===== config.mk =====
export PLATFORM = sky130hd
export DESIGN_NAME = usb_protocol_top
export DESIGN_NICKNAME = d
export VERILOG_FILES = /design/src/logic/usb_pkg.sv /design/src/logic/usb_rx_decoder.sv /design/src/logic/usb_tx_encoder.sv /design/src/logic/usb_line_monitor.sv /design/src/logic/usb_protocol_top.sv
export SDC_FILE = /design/constraint.sdc
export NUM_CORES = 1
export LEC_CHECK = 0
export BUFFER_PORTS_ARGS = -buffer_cell sky130_fd_sc_hd__buf_2
export CAP_MARGIN = 0
export CORE_MARGIN = 4
export CORE_UTILIZATION = 53
export DETAILED_ROUTE_END_ITERATION = 8
export GPL_TIMING_DRIVEN = 0
export PLACE_DENSITY = 0.76
export SYNTH_ARGS = -nofsm -noshare
export SYNTH_HDL_FRONTEND = slang
export SYNTH_SLANG_ARGS = --single-unit

===== constraint.sdc =====
create_clock -name clk -period 2.3 [get_ports clk]
set_input_delay 0.46 -clock clk [delete_from_list [all_inputs] [get_ports clk]]
set_output_delay 0.46 -clock clk [all_outputs]
set_load 0.005 [all_outputs]

===== src/logic/usb_pkg.sv =====
`default_nettype none

package usb_pkg;

    ////////////////////////////////////////////////////////////////////////////
    // Packet identifiers and FSM states
    ////////////////////////////////////////////////////////////////////////////

    typedef enum logic [3:0] {
        PID_OUT   = 4'b0001,
        PID_IN    = 4'b1001,
        PID_SETUP = 4'b1101,
        PID_DATA0 = 4'b0011,
        PID_DATA1 = 4'b1011,
        PID_DATA2 = 4'b0111,
        PID_MDATA = 4'b1111,
        PID_ACK   = 4'b0010,
        PID_NAK   = 4'b1010,
        PID_STALL = 4'b1110,
        PID_NYET  = 4'b0110,
        PID_PRE   = 4'b1100,
        PID_SOF   = 4'b0101,
        PID_PING  = 4'b0100,
        PID_SPLIT = 4'b1000
    } usb_pid_e;

    typedef enum logic [2:0] {
        RX_IDLE, RX_PID, RX_TOKEN, RX_DATA, RX_WAIT_EOP
    } rx_state_e;

    typedef enum logic [2:0] {
        TX_IDLE, TX_PID, TX_PAYLOAD, TX_CRC_LO, TX_CRC_HI, TX_EOP
    } tx_state_e;

    typedef enum logic [1:0] {
        LS_SE0 = 2'b00,
        LS_J   = 2'b01,
        LS_K   = 2'b10,
        LS_SE1 = 2'b11
    } line_state_e;

    // UTMI receive side, straight from the PHY
    typedef struct packed {
        logic [7:0] data;
        logic       valid;
        logic       active;
        logic       error;
    } utmi_rx_t;

    typedef struct packed {
        logic [7:0] data;
        logic       valid;
        logic       sop;
        logic       eop;
    } rx_byte_t;

    typedef struct packed {
        usb_pid_e   pid;
        logic [6:0] dev_addr;
        logic [3:0] endp;
        logic       crc_valid;
    } token_info_t;

    typedef struct packed {
        logic [7:0] data;
        logic       valid;
        logic       eop;
    } tx_byte_t;

    localparam logic [4:0]  CRC5_INIT  = 5'b11111;
    localparam logic [15:0] CRC16_INIT = 16'hffff;
    localparam logic [4:0]  CRC5_POLY  = 5'b00101;    // x^5 + x^2 + 1
    localparam logic [15:0] CRC16_POLY = 16'h8005;    // x^16 + x^15 + x^2 + 1

    // Line timing in 60 MHz clocks
    localparam int unsigned SE0_RESET_CYCLES = 150;      // 2.5 us
    localparam int unsigned SUSPEND_CYCLES   = 180000;   // 3 ms

    typedef logic [$clog2(SE0_RESET_CYCLES + 1)-1:0] se0_cnt_t;
    typedef logic [$clog2(SUSPEND_CYCLES + 1)-1:0]   idle_cnt_t;

    ////////////////////////////////////////////////////////////////////////////
    // PID classes and CRC steps
    ////////////////////////////////////////////////////////////////////////////

    function automatic logic pid_is_token(input usb_pid_e pid);
        return pid inside {PID_OUT, PID_IN, PID_SETUP, PID_PING, PID_SOF};
    endfunction

    function automatic logic pid_is_data(input usb_pid_e pid);
        return pid inside {PID_DATA0, PID_DATA1, PID_DATA2, PID_MDATA};
    endfunction

    // LSB first; nbits below 8 covers the 3-bit tail of a token
    function automatic logic [4:0] crc5_byte(input logic [4:0] crc, input logic [7:0] data,
                                             input int unsigned nbits = 8);
        logic [4:0] c;
        c = crc;
        for (int i = 0; i < 8; i++) begin
            if (i < nbits) begin
                c = (data[i] ^ c[4]) ? ({c[3:0], 1'b0} ^ CRC5_POLY) : {c[3:0], 1'b0};
            end
        end
        return c;
    endfunction

    function automatic logic [15:0] crc16_byte(input logic [15:0] crc, input logic [7:0] data);
        logic [15:0] c;
        c = crc;
        for (int i = 0; i < 8; i++) begin
            c = (data[i] ^ c[15]) ? ({c[14:0], 1'b0} ^ CRC16_POLY) : {c[14:0], 1'b0};
        end
        return c;
    endfunction

    // Wire order of the token CRC, complemented, bit 4 lands in byte bit 3
    function automatic logic [4:0] crc5_field(input logic [4:0] crc);
        return ~{crc[0], crc[1], crc[2], crc[3], crc[4]};
    endfunction

endpackage

`default_nettype wire


===== src/logic/usb_rx_decoder.sv =====
`default_nettype none

module usb_rx_decoder (
    input  wire                     clk,
    input  wire                     rst_n,
    input  wire usb_pkg::utmi_rx_t  utmi_rx,
    output usb_pkg::rx_byte_t       rx_byte,
    output usb_pkg::token_info_t    rx_info
);

    usb_pkg::rx_state_e state;
    usb_pkg::usb_pid_e  pid_q;
    logic [6:0]         addr_q;
    logic [3:0]         endp_q;
    logic [4:0]         crc5_q;
    logic [15:0]        crc16_q;
    logic [7:0]         dly0;       // Newest data byte
    logic [7:0]         dly1;
    logic [1:0]         dly_cnt;
    logic               tok_ok;
    logic               in_pkt;     // Between sop and eop, survives an rx error

    logic               accept;
    logic               pkt_start;
    logic               pkt_end;
    logic               data_ok;
    logic               pkt_ok;
    logic [4:0]         crc5_full;

    assign accept    = utmi_rx.valid && utmi_rx.active;
    assign pkt_start = accept && !in_pkt;
    assign pkt_end   = in_pkt && !utmi_rx.active;

    // Token tail is only endp[3:1], three bits of CRC input
    assign crc5_full = usb_pkg::crc5_byte(crc5_q, utmi_rx.data, 3);

    // The last two bytes held back are the CRC16, low byte first
    assign data_ok = (dly_cnt == 2'd2) && ({dly0, dly1} == ~crc16_q);

    always_comb begin
        case (state)
            usb_pkg::RX_PID:      pkt_ok = !usb_pkg::pid_is_token(pid_q) &&
                                           !usb_pkg::pid_is_data(pid_q);
            usb_pkg::RX_DATA:     pkt_ok = data_ok;
            usb_pkg::RX_WAIT_EOP: pkt_ok = tok_ok;
            default:              pkt_ok = 1'b0;    // Truncated or aborted
        endcase
    end

    ////////////////////////////////////////////////////////////////////////////
    // Control and output stream
    ////////////////////////////////////////////////////////////////////////////

    always_ff @(posedge clk or negedge rst_n) begin
        if (!rst_n) begin
            state   <= usb_pkg::RX_IDLE;
            in_pkt  <= 1'b0;
            tok_ok  <= 1'b0;
            dly_cnt <= 2'd0;
            rx_byte <= '0;
            rx_info <= '0;
        end else begin
            rx_byte.data  <= utmi_rx.data;
            rx_byte.valid <= accept;
            rx_byte.sop   <= pkt_start;
            rx_byte.eop   <= pkt_end;

            case (state)
                usb_pkg::RX_IDLE: begin
                    if (pkt_start) begin
                        tok_ok  <= 1'b0;
                        dly_cnt <= 2'd0;
                        state   <= usb_pkg::RX_PID;
                    end
                end
                usb_pkg::RX_PID: begin
                    if (accept) begin
                        if (usb_pkg::pid_is_token(pid_q)) begin
                            state <= usb_pkg::RX_TOKEN;
                        end else if (usb_pkg::pid_is_data(pid_q)) begin
                            dly_cnt <= 2'd1;
                            state   <= usb_pkg::RX_DATA;
                        end else begin
                            state <= usb_pkg::RX_WAIT_EOP;   // Handshake too long
                        end
                    end
                end
                usb_pkg::RX_TOKEN: begin
                    if (accept) begin
                        tok_ok <= (utmi_rx.data[7:3] == usb_pkg::crc5_field(crc5_full));
                        state  <= usb_pkg::RX_WAIT_EOP;
                    end
                end
                usb_pkg::RX_DATA: begin
                    if (accept && dly_cnt != 2'd2) begin
                        dly_cnt <= dly_cnt + 2'd1;
                    end
                end
                default: ;
            endcase

            if (pkt_end) begin
                rx_info.pid       <= pid_q;
                rx_info.dev_addr  <= addr_q;
                rx_info.endp      <= endp_q;
                rx_info.crc_valid <= pkt_ok;
                in_pkt            <= 1'b0;
                state             <= usb_pkg::RX_IDLE;
            end else if (pkt_start) begin
                in_pkt <= 1'b1;
            end

            if (utmi_rx.error) begin
                state <= usb_pkg::RX_IDLE;
            end
        end
    end

    ////////////////////////////////////////////////////////////////////////////
    // Field capture and CRC accumulation
    ////////////////////////////////////////////////////////////////////////////

    always_ff @(posedge clk) begin
        case (state)
            usb_pkg::RX_IDLE: begin
                if (pkt_start) begin
                    pid_q   <= usb_pkg::usb_pid_e'(utmi_rx.data[3:0]);
                    crc5_q  <= usb_pkg::CRC5_INIT;
                    crc16_q <= usb_pkg::CRC16_INIT;
                end
            end
            usb_pkg::RX_PID: begin
                if (accept) begin
                    crc5_q    <= usb_pkg::crc5_byte(crc5_q, utmi_rx.data);
                    addr_q    <= utmi_rx.data[6:0];
                    endp_q[0] <= utmi_rx.data[7];
                    dly0      <= utmi_rx.data;
                end
            end
            usb_pkg::RX_TOKEN: begin
                if (accept) begin
                    endp_q[3:1] <= utmi_rx.data[2:0];
                end
            end
            usb_pkg::RX_DATA: begin
                if (accept) begin
                    if (dly_cnt == 2'd2) begin
                        crc16_q <= usb_pkg::crc16_byte(crc16_q, dly1);   // Now known payload
                    end
                    dly1 <= dly0;
                    dly0 <= utmi_rx.data;
                end
            end
            default: ;
        endcase
    end

endmodule

`default_nettype wire


===== src/logic/usb_tx_encoder.sv =====
`default_nettype none

module usb_tx_encoder (
    input  wire                     clk,
    input  wire                     rst_n,
    input  wire                     tx_start,
    input  wire usb_pkg::usb_pid_e  tx_pid,
    input  wire usb_pkg::tx_byte_t  tx_payload,
    output logic                    tx_payload_ready,
    input  wire                     utmi_tx_ready,
    output logic [7:0]              utmi_tx_data,
    output logic                    utmi_tx_valid
);

    usb_pkg::tx_state_e state;
    usb_pkg::usb_pid_e  pid_q;
    logic [4:0]         crc5_q;
    logic [15:0]        crc16_q;
    logic               tok_second;     // Next token byte carries the CRC5

    logic               is_token;
    logic               has_payload;
    logic               take;
    logic               load;
    logic [4:0]         crc5_full;

    assign is_token    = usb_pkg::pid_is_token(pid_q);
    assign has_payload = is_token || usb_pkg::pid_is_data(pid_q);
    assign take        = utmi_tx_valid && utmi_tx_ready;

    // Refill the output byte as it leaves, so a prompt source keeps valid high
    assign tx_payload_ready =
        (state == usb_pkg::TX_PID && has_payload && utmi_tx_ready) ||
        (state == usb_pkg::TX_PAYLOAD && (utmi_tx_ready || !utmi_tx_valid));

    assign load      = tx_payload.valid && tx_payload_ready;
    assign crc5_full = usb_pkg::crc5_byte(crc5_q, tx_payload.data, 3);

    ////////////////////////////////////////////////////////////////////////////
    // FSM
    ////////////////////////////////////////////////////////////////////////////

    always_ff @(posedge clk or negedge rst_n) begin
        if (!rst_n) begin
            state         <= usb_pkg::TX_IDLE;
            utmi_tx_valid <= 1'b0;
            tok_second    <= 1'b0;
        end else begin
            case (state)
                usb_pkg::TX_IDLE: begin
                    if (tx_start) begin
                        utmi_tx_valid <= 1'b1;
                        tok_second    <= 1'b0;
                        state         <= usb_pkg::TX_PID;
                    end
                end
                usb_pkg::TX_PID: begin
                    if (utmi_tx_ready) begin
                        utmi_tx_valid <= 1'b0;  // Refilled below if a byte is loaded
                        state <= has_payload ? usb_pkg::TX_PAYLOAD : usb_pkg::TX_EOP;
                    end
                end
                usb_pkg::TX_PAYLOAD: begin
                    if (take) begin
                        utmi_tx_valid <= 1'b0;
                    end
                end
                usb_pkg::TX_CRC_LO: begin
                    if (take) begin
                        state <= usb_pkg::TX_CRC_HI;
                    end
                end
                usb_pkg::TX_CRC_HI: begin
                    if (take) begin
                        state <= usb_pkg::TX_EOP;
                    end
                end
                usb_pkg::TX_EOP: begin
                    if (take) begin
                        utmi_tx_valid <= 1'b0;
                    end else if (!utmi_tx_valid) begin
                        state <= usb_pkg::TX_IDLE;     // One idle cycle marks EOP
                    end
                end
                default: state <= usb_pkg::TX_IDLE;
            endcase

            if (load) begin
                utmi_tx_valid <= 1'b1;
                if (is_token) begin
                    tok_second <= 1'b1;
                    if (tok_second) begin
                        state <= usb_pkg::TX_EOP;
                    end
                end else if (tx_payload.eop) begin
                    state <= usb_pkg::TX_CRC_LO;
                end
            end
        end
    end

    ////////////////////////////////////////////////////////////////////////////
    // Output byte and CRC
    ////////////////////////////////////////////////////////////////////////////

    always_ff @(posedge clk) begin
        if (state == usb_pkg::TX_IDLE && tx_start) begin
            pid_q        <= tx_pid;
            utmi_tx_data <= {~tx_pid, tx_pid};
            crc5_q       <= usb_pkg::CRC5_INIT;
            crc16_q      <= usb_pkg::CRC16_INIT;
        end

        if (load) begin
            if (is_token && tok_second) begin
                utmi_tx_data <= {usb_pkg::crc5_field(crc5_full), tx_payload.data[2:0]};
            end else begin
                utmi_tx_data <= tx_payload.data;
            end
            crc5_q  <= usb_pkg::crc5_byte(crc5_q, tx_payload.data);
            crc16_q <= usb_pkg::crc16_byte(crc16_q, tx_payload.data);
        end

        // Complemented CRC16 goes out low byte first
        if (state == usb_pkg::TX_CRC_LO && take) begin
            utmi_tx_data <= ~crc16_q[7:0];
        end
        if (state == usb_pkg::TX_CRC_HI && take) begin
            utmi_tx_data <= ~crc16_q[15:8];
        end
    end

endmodule

`default_nettype wire


===== src/logic/usb_line_monitor.sv =====
`default_nettype none

module usb_line_monitor (
    input  wire                        clk,
    input  wire                        rst_n,
    input  wire usb_pkg::line_state_e  line_state,
    output logic                       reset_detect,
    output logic                       suspend_detect,
    output logic                       resume_detect
);

    usb_pkg::se0_cnt_t  se0_cnt;
    usb_pkg::idle_cnt_t idle_cnt;

    logic se0_full;
    logic idle_full;

    assign se0_full  = (se0_cnt == usb_pkg::se0_cnt_t'(usb_pkg::SE0_RESET_CYCLES));
    assign idle_full = (idle_cnt == usb_pkg::idle_cnt_t'(usb_pkg::SUSPEND_CYCLES));

    // Both counters saturate at their threshold
    always_ff @(posedge clk or negedge rst_n) begin
        if (!rst_n) begin
            se0_cnt  <= '0;
            idle_cnt <= '0;
        end else begin
            if (line_state != usb_pkg::LS_SE0) begin
                se0_cnt <= '0;
            end else if (!se0_full) begin
                se0_cnt <= se0_cnt + 1'b1;
            end

            if (line_state != usb_pkg::LS_J) begin
                idle_cnt <= '0;
            end else if (!idle_full) begin
                idle_cnt <= idle_cnt + 1'b1;
            end
        end
    end

    always_ff @(posedge clk or negedge rst_n) begin
        if (!rst_n) begin
            reset_detect   <= 1'b0;
            suspend_detect <= 1'b0;
            resume_detect  <= 1'b0;
        end else begin
            reset_detect  <= (line_state == usb_pkg::LS_SE0) && se0_full;
            resume_detect <= suspend_detect && (line_state == usb_pkg::LS_K);

            if (line_state == usb_pkg::LS_J && idle_full) begin
                suspend_detect <= 1'b1;
            end else if (line_state == usb_pkg::LS_K) begin
                suspend_detect <= 1'b0;     // Resume signalling
            end
        end
    end

endmodule

`default_nettype wire


===== src/logic/usb_protocol_top.sv =====
`default_nettype none

module usb_protocol_top (
    input  wire                        clk,
    input  wire                        rst_n,

    // UTMI side
    input  wire usb_pkg::utmi_rx_t     utmi_rx,
    input  wire usb_pkg::line_state_e  utmi_line_state,
    input  wire                        utmi_tx_ready,
    output wire [7:0]                  utmi_tx_data,
    output wire                        utmi_tx_valid,

    // User side
    input  wire                        tx_start,
    input  wire usb_pkg::usb_pid_e     tx_pid,
    input  wire usb_pkg::tx_byte_t     tx_payload,
    output wire                        tx_payload_ready,
    output wire usb_pkg::rx_byte_t     rx_byte,
    output wire usb_pkg::token_info_t  rx_info,

    output wire                        reset_detect,
    output wire                        suspend_detect,
    output wire                        resume_detect
);

    usb_rx_decoder u_rx (
        .clk     (clk),
        .rst_n   (rst_n),
        .utmi_rx (utmi_rx),
        .rx_byte (rx_byte),
        .rx_info (rx_info)
    );

    usb_tx_encoder u_tx (
        .clk              (clk),
        .rst_n            (rst_n),
        .tx_start         (tx_start),
        .tx_pid           (tx_pid),
        .tx_payload       (tx_payload),
        .tx_payload_ready (tx_payload_ready),
        .utmi_tx_ready    (utmi_tx_ready),
        .utmi_tx_data     (utmi_tx_data),
        .utmi_tx_valid    (utmi_tx_valid)
    );

    usb_line_monitor u_line (
        .clk            (clk),
        .rst_n          (rst_n),
        .line_state     (utmi_line_state),
        .reset_detect   (reset_detect),
        .suspend_detect (suspend_detect),
        .resume_detect  (resume_detect)
    );

endmodule

`default_nettype wire


# == Word level (Yosys, flattened, before mapping) ==
# Index checks and enable logic that the tools add are counted.
# classes
n_mux,120
shifts,0
div_mod_pow,0
bitwise,78
mul,0
n_reduce_logical,57
n_eq_ne,52
magnitude_cmp,0
add_sub_neg,3
# op_table
cell,count
16-bit 2-to-1 mux,21
5-bit 2-to-1 mux,25
3-bit 2-to-1 mux,38
8-bit 2-to-1 mux,7
3-bit NOT,16
2-bit NOT,20
18-bit 2-to-1 mux,2
1-bit XOR,36
4-bit == test (second input constant),8
16-bit one-hot mux with 2 select lines,1
4-bit by 3-bit == test with 1-bit output (second input constant),6
18-bit by 1-bit adder with 18-bit output (second input constant),1
18-bit == test (second input constant),1
1-bit logical AND,18
3-bit one-hot mux with 6 select lines,1
16-bit == test,1
2-bit by 1-bit inequality test with 1-bit output (second input constant),8
16-bit NOT,1
8-bit NOT,2
4-bit nonzero test,4
5-bit nonzero test,3
1-bit 2-to-1 mux,14
2-bit nonzero test,7
3-bit by 2-bit == test with 1-bit output (second input constant),4
other kinds (32),65
# totals
rom_bits,0
mem_bits_rw,0
n_memories,0
latch_bits,0
regBits,153
elab_cells,342

# == Logic depth before layout (Yosys ltp) ==
# logic_depth
ltp_word,32
depth_mapped,7
ltp_nobuf,6

# == Modules after synthesis ==
# Synthesis repeated with hierarchy kept, for this count alone.
# hier_totals
cells_unflattened,596
area_unflattened_um2,7285.7
# modules_own_cells
mod,instances,seq_area_each_um2,area_each_um2,cells_per_inst
usb_rx_decoder,1,2412.3,3582.2,249
usb_tx_encoder,1,1116.1,2212.1,196
usb_line_monitor,1,725.7,1491.4,151

# == Least setup slack after synthesis ==
# OpenSTA, ideal clock, no wires.
# synth_path
path_kind,register to register
from,register u_rx.state[1]
to,register u_rx.crc16_q[0] (enable)
t_required_ns,1.891
setup_ns,0.409
slack_ns,-0.054
n_path_buf,1
period_less_slack_ns,2.354
path_stages_with_launch,5
arrival_ns,1.945
cell_sequence,dfrtp_1 clkbuf_1 nor3_1 a31oi_1 nor3_1
# synth_via
elab_chain_cells,3
word_cells_on_any_way,7
# synth_lines
element,line,text
start: declaration,usb_rx_decoder.sv:11,usb_pkg::rx_state_e state;
start signal: assignment,usb_rx_decoder.sv:56,state <= usb_pkg::RX_IDLE;
start signal: assignment,usb_rx_decoder.sv:73,state <= usb_pkg::RX_PID;
start signal: assignment,usb_rx_decoder.sv:79,state <= usb_pkg::RX_TOKEN;
3-bit by 2-bit == test with 1-bit output / 3-bit logical NOT (equally long branches),usb_rx_decoder.sv:124,case (state)
2-bit by 1-bit inequality test with 1-bit output (no line) / 2-bit nonzero test (equally long branches),n/a,
4-bit AND reduction (no line) *,n/a,
end signal: assignment,usb_rx_decoder.sv:129,crc16_q <= usb_pkg::CRC16_INIT;
end signal: assignment,usb_rx_decoder.sv:148,"crc16_q <= usb_pkg::crc16_byte(crc16_q, dly1);"
end: declaration,usb_rx_decoder.sv:16,logic [15:0] crc16_q;
# Every way passes the cells marked *; elsewhere a longest branch is shown, timed or not.
# A chain may end at the register's enable or synchronous reset.

# == Worst setup path in the final report ==
# layout_path
from,register u_tx.pid_q[1]
to,register u_tx.crc5_q[2] (enable)
# layout_via
elab_chain_cells,8
word_cells_on_any_way,17
# layout_lines
element,line,text
start: declaration,usb_tx_encoder.sv:16,usb_pkg::usb_pid_e pid_q;
start signal: assignment,usb_tx_encoder.sv:108,pid_q <= tx_pid;
4-bit by 1-bit == test with 1-bit output (tied with other cells),usb_pkg.sv:87,"return pid inside {PID_OUT, PID_IN, PID_SETUP, PID_PING, PID_SOF};"
5-bit nonzero test / 4-bit nonzero test (equally long branches),"usb_pkg.sv:87, usb_pkg.sv:91",
1-bit logical OR *,usb_tx_encoder.sv:28,assign has_payload = is_token || usb_pkg::pid_is_data(pid_q);
1-bit logical AND * (2 in series),usb_tx_encoder.sv:33,(state == usb_pkg::TX_PID && has_payload && utmi_tx_ready) ||
1-bit logical OR *,usb_tx_encoder.sv:33,
1-bit logical AND *,usb_tx_encoder.sv:36,assign load = tx_payload.valid && tx_payload_ready;
2-bit nonzero test (no line) *,n/a,
end signal: assignment,usb_tx_encoder.sv:110,crc5_q <= usb_pkg::CRC5_INIT;
end signal: assignment,usb_tx_encoder.sv:120,"crc5_q <= usb_pkg::crc5_byte(crc5_q, tx_payload.data);"
end: declaration,usb_tx_encoder.sv:17,logic [4:0] crc5_q;
# Marked as above.

==> reports/metrics.yaml <==
core_um2: 13200
fill_cells: 1002
syn_nets: 619
boundaryPins: 71
reg2reg_depth: 7
h-tree-depth: 4
path_cells: "nor3b_1 -> o2111a_1 -> o21a_2 -> buf_4 -> nor2_4 -> clkinvlp_4 -> buf_4"
final_nets: 713
multi_input_area_um2: 2760
placed_area_um2: 7710
dr.pass1.iters: 5
synth-warning-count: 0
r2r_end: "u_tx.crc5_q[2]"
peakVddDrop_v: 0.000481
worstPathRequired_ps: 2450
final_cells: 866
synthFlopType: "edfxtp_1"
critPathKind: "reg -> reg"
finalSetupViolations: 0
synth-seq-cells: 153
drc: 0
synthDistinctLibCells: 61
rsz0062_at_grt: "true"
cts_tree: "built"
grt_max_degree: 69
dieArea_um2: 15400
layout_common_cells: "edfxtp_1 (85), xnor2_1 (74), buf_2 (72)"
grt_pass1_wl_um: 23700
max_cap_viol_count: 0
numCtsBuffers: 17
register_area_um2: 4250
areaGrowthSynthToFinish_pct: 17.3
final_common_cell: "edfxtp_1"
start_util_pct: 54.0
hold_buffers: 0
crit_path_frequent_cell: "buf_4"
p_per_area_nw_per_um2: 893
wl_per_cell_um: 17.2
dp_worst_setup_slack_ps: -420
clock_latency_ps: 430
setup_slack_ps: 42.4
cts.path.max_buffers: 2
finalHoldViolations: 0
antenna_found_initial: 1
dp_hpwl_um: 10600
fp-row-count: 42
ant_nets: 0
r2r_start: "u_tx.pid_q[1]"
dieWidth_um: 124
cts_root_buf: "clkbuf_16"
r2r_slack_ps: 40
slowest_stage: "nor3b_1"
drive_gt1_share_pct: 21.4
maxSlewHeadroom_pct: 43.0
p_leak_nw: 3.03
fin_crit_ps: 2260
numPortBuffers: 70
skew_ps: 9.11
holdCritPathClass: "in -> async"
post-route-period-util_pct: 98.2
synth_edf_count: 85
tightest_slew_ps: 855
clk_pin_slew_worst_paths_ps: 70
critPathMaxFanout: 10
end_kind: "flop"
synth_area_um2: 7120
drtIter0Drc: 363
crit_arrival_ps: 2400
grt_pass1_vias: 4770
place_inst: 830
routed_wl_um: 14900
yosysSeqAreaShare_pct: 59.7
cp-start-kind: "flop"
avgSynthCellArea_um2: 12.2
overflow: 0
max_clock_freq_mhz: 443
power_mw: 7.46
vias: 4842
routabilityCongestion: 0.882
syn_inst: 583
slew_violations: 0
synth-async-reset-ratio_pct: 44.4
status: "completed"
diodes: 0
slowest_delay_ps: 430
holdWs_ps: 130
die_h_um: 124
grt_usage_pct: 20.4
via_per_inst: 5.59
postLayoutCellArea_um2: 8350
clock_sinks: 153
## sequential cells by signal, indices dropped and copies added, names as in the netlist, 3 cells and up
register / count
u_tx.crc16_q: 16
u_rx.endp_q: 4
u_tx.crc5_q: 5
u_tx.pid_q: 4
u_rx.pid_q: 4
u_tx.state: 3
u_rx.crc5_q: 5
u_tx.utmi_tx_data: 8
u_rx.rx_byte: 11
u_rx.addr_q: 7
u_rx.crc16_q: 16
u_rx.state: 3
u_rx.rx_info: 16
u_line.se0_cnt: 8
u_line.idle_cnt: 18
u_rx.dly1: 8
u_rx.dly0: 8
## power by group
part	switching [mW]	internal, mW
clock network	1.20	1.49
logic	0.826	0.586
registers	0.139	3.22
## area by class of cell
class / count / area share [%]
buffer: 17 / 0.899
clock buffer: 18 / 5.39
clock inverter: 14 / 1.50
inverter: 18 / 0.854
multi-input combinational: 394 / 33.1
sequential: 153 / 50.9
tap: 176 / 2.64
timing repair buffer: 74 / 4.55
timing repair inverter: 2 / 0.180
## cells in the mapped netlist (2+ instances only)
master / n / area share, %
edfxtp_1: 85 / 36
xnor2_1: 74 / 9.1
dfrtp_1: 68 / 24
nand2_1: 54 / 2.8
nor2_1: 37 / 2.0
xor2_1: 31 / 3.8
o21ai_0: 20 / 1.4
a21oi_1: 18 / 1.3
inv_1: 18 / 0.95
mux2_2: 17 / 2.7
nor3_1: 15 / 1.1
nand3_1: 14 / 0.98
or3_1: 13 / 1.1
clkbuf_1: 12 / 0.63
nand2b_1: 12 / 1.1
nand4_1: 10 / 0.88
mux2i_1: 6 / 0.84
nor2b_1: 6 / 0.53
ha_1: 5 / 0.88
a31oi_1: 4 / 0.35
nor3b_1: 4 / 0.42
and3_1: 3 / 0.26
buf_2: 3 / 0.21
nor4_1: 3 / 0.26
nor4b_1: 3 / 0.37
a2111oi_0: 2 / 0.25
a21boi_0: 2 / 0.21
a21o_1: 2 / 0.21
a22o_1: 2 / 0.25
and2_1: 2 / 0.18
nor3_2: 2 / 0.28
o211ai_1: 2 / 0.21
o21a_1: 2 / 0.21
o22ai_1: 2 / 0.18
or2_2: 2 / 0.18
or4_1: 2 / 0.21
xor2_2: 2 / 0.46
## worst max-delay path: cells and delay by family, from the launching register on
family	cells	cell delay (ps)
AND/OR/NAND/NOR	2	530
AO/OA/AOI/OAI	2	510
buffers and inverters	3	510
flip-flops	1	420
## metal layers
metal	track usage (%)	part of all wire (%)	up-vias
met5	0	0.080	-
met1	25.1	42	2382
li1	-	-	2256
met4	8.21	2.0	2
met2	34.4	50	173
met3	5.18	6.2	29
## kinds of logic after synthesis
family          synth area share, %
simple gates                   12.7
flops                          59.7
xor+xnor                       14.6
compound gates                 6.52
buf+inv                        2.02
mux                            3.53
fa+ha+maj                     0.878
## how the worst max path moves through the flow
stage	startpoint	cells after the start	to	slack [ps]
floorplan	u_tx.state[2]	7	u_tx.crc16_q[0]	140
finish	u_tx.pid_q[1]	7	u_tx.crc5_q[2]	40
global route	u_tx.pid_q[3]	5	u_tx.utmi_tx_data[6]	-60
detailed placement	u_tx.state[2]	7	u_tx.crc16_q[8]	-420
CTS	u_rx.state[1]	4	u_rx.crc16_q[1]	30
global placement	utmi_rx[1]	4	u_rx.crc5_q[3]	-370
## metrics by stage
stage	util [%]	setup TNS (ps)
floorplan	-	0
global placement	58.4	-11470
detailed placement	58.5	-12680
CTS	63.3	0
global route	63.3	-744
finish	63.3	0
## repair_timing
item,in CTS,in global routing
endpoints found under the setup margin,39,54
endpoints found under the hold margin,0,0
gates cloned,2,0
gates resized for setup,10,2
buffers inserted,3,0
Power figures use the tool's default switching activity.
